<file path="src/ecc_pkg.sv">
package ecc_pkg;

    // Word geometry.
    localparam int DATA_W    = 22;
    localparam int PAR_W     = 6;
    localparam int ADDR_W    = 5;
    localparam int MEM_DEPTH = 1 << ADDR_W;
    localparam int CNT_W     = 8;

    typedef logic [DATA_W-1:0] data_t;
    typedef logic [PAR_W-1:0]  parity_t;
    typedef logic [PAR_W-1:0]  syndrome_t;
    typedef logic [ADDR_W-1:0] addr_t;
    typedef logic [CNT_W-1:0]  err_cnt_t;

    // One stored word, check bits in the upper part.
    typedef struct packed {
        parity_t parity;
        data_t   data;
    } codeword_t;

    // Corrected read data with its error flags.
    typedef struct packed {
        data_t data;
        logic  sbit_err;
        logic  dbit_err;
    } rd_result_t;

endpackage

</file>
<file path="src/ecc_checker.sv">
`timescale 1ns/1ps

module ecc_checker import ecc_pkg::*; (
    input  codeword_t  word,
    input  logic       bypass,
    output rd_result_t result
);

    parity_t   calc_parity;
    syndrome_t syndrome;
    data_t     mask;
    logic      sbit;
    logic      dbit;

    ecc_encoder u_enc (
        .data   (word.data),
        .parity (calc_parity)
    );

    assign syndrome = word.parity ^ calc_parity;

    // Map the syndrome to a data column, a check bit or an uncorrectable pattern.
    always_comb begin
        mask = '0;
        dbit = 1'b0;
        case (syndrome)
            6'b000000: mask = '0;
            6'b100011: mask[0]  = 1'b1;
            6'b100101: mask[1]  = 1'b1;
            6'b100110: mask[2]  = 1'b1;
            6'b000111: mask[3]  = 1'b1;
            6'b101001: mask[4]  = 1'b1;
            6'b101010: mask[5]  = 1'b1;
            6'b001011: mask[6]  = 1'b1;
            6'b101100: mask[7]  = 1'b1;
            6'b001101: mask[8]  = 1'b1;
            6'b001110: mask[9]  = 1'b1;
            6'b101111: mask[10] = 1'b1;
            6'b110001: mask[11] = 1'b1;
            6'b110010: mask[12] = 1'b1;
            6'b010011: mask[13] = 1'b1;
            6'b110100: mask[14] = 1'b1;
            6'b010101: mask[15] = 1'b1;
            6'b010110: mask[16] = 1'b1;
            6'b110111: mask[17] = 1'b1;
            6'b111000: mask[18] = 1'b1;
            6'b011001: mask[19] = 1'b1;
            6'b011010: mask[20] = 1'b1;
            6'b111011: mask[21] = 1'b1;
            // Check-bit errors leave the data good.
            6'b100000,
            6'b010000,
            6'b001000,
            6'b000100,
            6'b000010,
            6'b000001: mask = '0;
            default: begin
                mask = '0;
                dbit = 1'b1;
            end
        endcase
    end

    // A corrected data column or a lone check-bit syndrome is a single error.
    assign sbit = (mask != '0) || ($countones(syndrome) == 1);

    // Bypass hands back the raw word with no flags.
    always_comb begin
        if (bypass) begin
            result.data     = word.data;
            result.sbit_err = 1'b0;
            result.dbit_err = 1'b0;
        end else begin
            result.data     = word.data ^ mask;
            result.sbit_err = sbit;
            result.dbit_err = dbit;
        end
    end

endmodule

</file>
<file path="src/ecc_encoder.sv">
`timescale 1ns/1ps

module ecc_encoder import ecc_pkg::*; (
    input  data_t   data,
    output parity_t parity
);

    // Each check bit covers a fixed subset of the data bits.
    always_comb begin
        parity[0] = data[0]  ^ data[1]  ^ data[3]  ^ data[4]  ^ data[6]  ^
                    data[8]  ^ data[10] ^ data[11] ^ data[13] ^ data[15] ^
                    data[17] ^ data[19] ^ data[21];

        parity[1] = data[0]  ^ data[2]  ^ data[3]  ^ data[5]  ^ data[6]  ^
                    data[9]  ^ data[10] ^ data[12] ^ data[13] ^ data[16] ^
                    data[17] ^ data[20] ^ data[21];

        parity[2] = data[1]  ^ data[2]  ^ data[3]  ^ data[7]  ^ data[8]  ^
                    data[9]  ^ data[10] ^ data[14] ^ data[15] ^ data[16] ^
                    data[17];

        parity[3] = data[4]  ^ data[5]  ^ data[6]  ^ data[7]  ^ data[8]  ^
                    data[9]  ^ data[10] ^ data[18] ^ data[19] ^ data[20] ^
                    data[21];

        parity[4] = data[11] ^ data[12] ^ data[13] ^ data[14] ^ data[15] ^
                    data[16] ^ data[17] ^ data[18] ^ data[19] ^ data[20] ^
                    data[21];

        // Overall-style bit, makes every data column odd weight.
        parity[5] = data[0]  ^ data[1]  ^ data[2]  ^ data[4]  ^ data[5]  ^
                    data[7]  ^ data[10] ^ data[11] ^ data[12] ^ data[14] ^
                    data[17] ^ data[18] ^ data[21];
    end

endmodule

</file>
<file path="src/ecc_err_counter.sv">
`timescale 1ns/1ps

module ecc_err_counter import ecc_pkg::*; (
    input  logic     clk,
    input  logic     arst_n,
    input  logic     valid,
    input  logic     sbit_err,
    input  logic     dbit_err,
    input  logic     clr,
    output err_cnt_t sbit_cnt,
    output err_cnt_t dbit_cnt
);

    // Holds at all ones instead of wrapping.
    function automatic err_cnt_t sat_inc(input err_cnt_t cnt);
        if (cnt == '1) begin
            return cnt;
        end
        return cnt + 1'b1;
    endfunction

    always_ff @(posedge clk or negedge arst_n) begin
        if (!arst_n) begin
            sbit_cnt <= '0;
            dbit_cnt <= '0;
        end else if (clr) begin
            sbit_cnt <= '0;
            dbit_cnt <= '0;
        end else if (valid) begin
            if (sbit_err) begin
                sbit_cnt <= sat_inc(sbit_cnt);
            end
            if (dbit_err) begin
                dbit_cnt <= sat_inc(dbit_cnt);
            end
        end
    end

endmodule

</file>
<file path="src/ecc_mem_top.sv">
`timescale 1ns/1ps

module ecc_mem_top import ecc_pkg::*; (
    input  logic       clk,
    input  logic       arst_n,
    input  logic       wr_en,
    input  addr_t      wr_addr,
    input  data_t      wr_data,
    input  codeword_t  wr_flip,
    input  logic       rd_en,
    input  addr_t      rd_addr,
    input  logic       bypass,
    input  logic       cnt_clr,
    output logic       rd_valid,
    output rd_result_t rd_result,
    output err_cnt_t   sbit_cnt,
    output err_cnt_t   dbit_cnt
);

    parity_t   wr_parity;
    codeword_t wr_word;
    codeword_t rd_word;
    logic      rd_bypass;

    ecc_encoder u_wr_enc (
        .data   (wr_data),
        .parity (wr_parity)
    );

    assign wr_word = '{parity: wr_parity, data: wr_data};

    ecc_storage u_storage (
        .clk       (clk),
        .arst_n    (arst_n),
        .wr_en     (wr_en),
        .wr_addr   (wr_addr),
        .wr_word   (wr_word),
        .wr_flip   (wr_flip),
        .rd_en     (rd_en),
        .rd_addr   (rd_addr),
        .bypass    (bypass),
        .rd_valid  (rd_valid),
        .rd_bypass (rd_bypass),
        .rd_word   (rd_word)
    );

    ecc_checker u_checker (
        .word   (rd_word),
        .bypass (rd_bypass),
        .result (rd_result)
    );

    // Counts flags from valid result cycles only.
    ecc_err_counter u_err_cnt (
        .clk      (clk),
        .arst_n   (arst_n),
        .valid    (rd_valid),
        .sbit_err (rd_result.sbit_err),
        .dbit_err (rd_result.dbit_err),
        .clr      (cnt_clr),
        .sbit_cnt (sbit_cnt),
        .dbit_cnt (dbit_cnt)
    );

endmodule

</file>
<file path="src/ecc_storage.sv">
`timescale 1ns/1ps

module ecc_storage import ecc_pkg::*; (
    input  logic      clk,
    input  logic      arst_n,
    input  logic      wr_en,
    input  addr_t     wr_addr,
    input  codeword_t wr_word,
    input  codeword_t wr_flip,
    input  logic      rd_en,
    input  addr_t     rd_addr,
    input  logic      bypass,
    output logic      rd_valid,
    output logic      rd_bypass,
    output codeword_t rd_word
);

    codeword_t mem [MEM_DEPTH];

    // Flip mask lets a test plant faults in the stored word.
    always_ff @(posedge clk) begin
        if (wr_en) begin
            mem[wr_addr] <= wr_word ^ wr_flip;
        end
    end

    // Read-first, a same-edge write is seen by the next read.
    always_ff @(posedge clk) begin
        if (rd_en) begin
            rd_word <= mem[rd_addr];
        end
    end

    always_ff @(posedge clk or negedge arst_n) begin
        if (!arst_n) begin
            rd_valid  <= 1'b0;
            rd_bypass <= 1'b0;
        end else begin
            rd_valid <= rd_en;
            if (rd_en) begin
                rd_bypass <= bypass;
            end
        end
    end

endmodule

</file>
<file path="config.mk">
export PLATFORM = sky130hd
export DESIGN_NAME = ecc_mem_top
export DESIGN_NICKNAME = d
export VERILOG_FILES = /design/src/ecc_pkg.sv /design/src/ecc_checker.sv /design/src/ecc_encoder.sv /design/src/ecc_err_counter.sv /design/src/ecc_mem_top.sv /design/src/ecc_storage.sv
export SDC_FILE = /design/constraint.sdc
export NUM_CORES = 1
export LEC_CHECK = 0
export ABC_AREA = 0
export BUFFER_PORTS_ARGS = -buffer_cell sky130_fd_sc_hd__buf_2
export CAP_MARGIN = 30
export CORE_ASPECT_RATIO = 1.5
export CORE_MARGIN = 2
export CORE_UTILIZATION = 55
export CTS_BUF_LIST = sky130_fd_sc_hd__clkbuf_2 sky130_fd_sc_hd__clkbuf_4 sky130_fd_sc_hd__clkbuf_8
export DETAILED_ROUTE_END_ITERATION = 8
export GPL_TIMING_DRIVEN = 1
export HOLD_SLACK_MARGIN = 0.12
export PLACE_DENSITY = 0.72
export SLEW_MARGIN = 10
export SYNTH_ARGS = -nofsm -noshare
export SYNTH_HDL_FRONTEND = slang
export SYNTH_SLANG_ARGS = --single-unit
export TNS_END_PERCENT = 10
</file>
<file path="constraint.sdc">
create_clock -name clk -period 4.1 [get_ports clk]
set_input_delay 0.41 -clock clk [delete_from_list [all_inputs] [get_ports clk]]
set_output_delay 0.41 -clock clk [all_outputs]
set_load 0.01 [all_outputs]
</file>
==> out/results.tsv <==
metric	value	unit
syn_area_per_cell	22.50	sq um
DR vias	18580	
synthesis-stage register bit count	942	
Area growth syn-to-layout	15.94	%
# IOs	107	
crit-path max FO	3	
min Tclk post-route	4.233	ns
final wirelength	91.18	mm
mapped cell area	37750	sq um
Syn Nets	1763	
Setup TNS	-0.2083	ns
# rows	117	
DR pass1 iterations	5	
ys async rst share	1.911	%
grt total ovfl	0	
clk_lat worst skew	0.75	ns
violated checks	negative setup slack	
Worst Path Required	3.69	ns
CP max-delay cell	edfxtp_1	
Starting Density	55.58	%
DRT iter0 DRCs	2192	
die footprint	70800	sq um
Worst path top cell family by delay	adder cells	
Max-slew headroom	35.52	%
worst hold path class	in -> reg	
Worst setup SP type	flop	
wire per inst	30.82	microns
sequential cell area fraction in the yosys report	74.69	%
pre-CTS setup slack	-0.01069	ns
Setup WS post-layout	-0.1325	ns
commonest non-fill, non-tap cell in the layout	edfxtp_1	
total track usage	26.31	%
Max Fclk	236.3	MHz
CTS tree	done	
post-layout util	64.44	%
RSZ-0062 raised after global routing	true	
Post-synth EDFFs	924	
CTS root buf	clkbuf_8	
Synth top area share	73.49	%
worst vdd ir	0.001198	V
fin. max-slew vios	0	
clock tree sinks	942	
CP Class	reg -> out	
CORE AREA	67930	sq um
dominant synthesized flop cell	edfxtp_1	
count of different cell masters after synthesis	52	
Power per Cell Area	542.1	nW/um^2
Final setup viols	2	
cell chain of the critical path	xor2_2, xnor2_2, xnor2_1, xor2_1, buf_4, buf_4, ha_2, inv_1, fa_2, ha_4, nor4b_4, nand2_1, nand3_2, nor2_1, nor2_1, buf_2	
antenna violations before repair	10	
status	finished, violations left	
final period utilization	103.2	%
vias in the first global route	19430	
layout cells sized above 1	40.91	%
first-pass GRT wire length	131.2	mm
fin cells	2958	
Buf/Inv on CP	4	
DPL Wire Length	55.50	mm
CTS clk-pin slew, worst paths	0.06	ns
Yosys top cell by area	edfxtp_1	
YS warnings	0	
highest-count cells in the layout ignoring fill and taps	924 x edfxtp_1, 280 x mux4_2, 140 x clkbuf_8	
Worst EP arrival	3.82	ns
CTS max path bufs	3	
TritonCTS buffer count	135	
vias per inst	6.282	
H-Tree Depth	4	
final worst clock skew	0.03578	ns
worst hold slack	0.1330	ns
Least-Margin Pin Slew	0.9650	ns
pin count of the biggest net entering global routing	67	
Critical Path Sink Type	output pin	
ranking of synthesized cells by area	edfxtp_1 73%, mux4_2 17%, xnor2_1 2.5%, dfrtp_1 1.2%, xor2_1 1.1%	
DRC Markers	0	
Max Cap Violations	0	
Crit path largest cell delay	0.45	ns
Die X	217.9	microns
GPL Wtd Cong	0.8847	
input/output buffers	106	
Mapped Cells	1678	
Fin. Hold Viols	0	
Cells after DPL	2685	
post-route ant nets	0	
Die Y	324.9	microns
nets	2056	
leakage power	0.01410	uW
where the power goes:
part | internal [uW] | total (uW) | switching, uW
logic | 2230 | 5240 | 3000
registers | 11300 | 11300 | 79.3
clock network | 3790 | 7140 | 3350
cells by family after synthesis:
logic type	count (synthesis)	synth area share, %
flops	942	74.69
mux	311	17.62
xor+xnor	152	3.526
simple gates	121	1.637
buf+inv	96	1.147
compound gates	37	0.7325
fa+ha+maj	19	0.6496
cells in the mapped netlist (all sizes together), types with 2 or more instances:
| master | count |
|---|---|
| edfxtp | 924 |
| mux4 | 280 |
| xnor2 | 106 |
| nor2 | 47 |
| clkbuf | 46 |
| xor2 | 46 |
| buf | 36 |
| nand3 | 31 |
| mux2 | 29 |
| dfrtp | 18 |
| ha | 18 |
| inv | 14 |
| nand2 | 10 |
| a21oi | 7 |
| o21ai | 6 |
| nand3b | 5 |
| nor3 | 5 |
| o211ai | 5 |
| nor2b | 4 |
| or3 | 4 |
| a21o | 3 |
| or3b | 3 |
| a22o | 2 |
| a22oi | 2 |
| a31o | 2 |
| a41oi | 2 |
| and4 | 2 |
| mux2i | 2 |
| nand2b | 2 |
| nand4 | 2 |
worst register-to-register path, cell delays in order, from the launching register on:
cell and delay [ns]:
edfxtp_1 0.45, xor2_2 0.28, xnor2_2 0.16, xnor2_1 0.10, xor2_1 0.18, buf_4 0.15
buf_4 0.13, ha_2 0.30, inv_1 0.05, fa_2 0.37, ha_4 0.23, nor4b_4 0.22
nand2_1 0.11, nand3_2 0.11, buf_4 0.12, buf_4 0.10, o21ai_2 0.11, or4_1 0.51
a21oi_1 0.19
flip-flops by register name, summed over array words and instances, names as in the netlist:
register	flops
u_err_cnt.dbit_cnt	8
u_err_cnt.sbit_cnt	8
u_storage.mem	896
u_storage.rd_bypass	1
u_storage.rd_valid	1
u_storage.rd_word	28
worst paths after layout:
check / slack [ns] / endpoint / depth (start not counted) / from
max in group asynchronous: 2.32 / u_storage.rd_bypass$_DFFE_PN0P_ / 4 / arst_n
min in group asynchronous: 0.66 / u_err_cnt.sbit_cnt[4]$_DFFE_PN0P_ / 3 / arst_n
max: -0.13 / rd_result[1] / 16 / u_storage.rd_word[10]$_DFFE_PP_
min: 0.13 / u_storage.mem[5][4]$_DFFE_PP_ / 2 / wr_data[4]
min reg2reg: 0.58 / u_err_cnt.sbit_cnt[7]$_DFFE_PN0P_ / 2 / u_err_cnt.sbit_cnt[7]$_DFFE_PN0P_
max reg2reg: 0.14 / u_err_cnt.sbit_cnt[5]$_DFFE_PN0P_ / 18 / u_storage.rd_word[10]$_DFFE_PP_
layer usage:
metal | wire, microns | global-route usage (%) | vias to the layer above
met2 | 48960 | 46.37 | 981
met5 | 54 | 0 | -
li1 | - | - | 7572
met1 | 32220 | 33.13 | 9807
met4 | 3019 | 9.376 | 8
met3 | 6927 | 4.086 | 213
area by class of cell:
class	instances	area, sq um
tap	892	1116
clock inverter	40	282.8
sequential	942	28200
fill	4380	24150
timing repair buffer	238	1992
clock buffer	189	2295
antenna	3	7.507
inverter	14	52.55
multi-input combinational	640	9828
what timing repair did:
| item | 4_1_cts | 5_1_grt |
|---|---|---|
| endpoints found under the hold margin | 69 | 12 |
| setup buffers | 18 | 4 |
| resized for setup | 27 | 9 |
| setup endpoints to repair | 15 | 16 |
| hold buffers | 10 | 4 |
| pin swaps | 19 | 9 |
per-stage QoR:
step,power (uW),cell area [sq um]
final,23730,43770
after global routing,24500,43770
after CTS,23520,43520
after detailed placement,15910,40550
after global placement,15770,40460
after floorplan,14350,37750
Power figures use the tool's default switching activity.
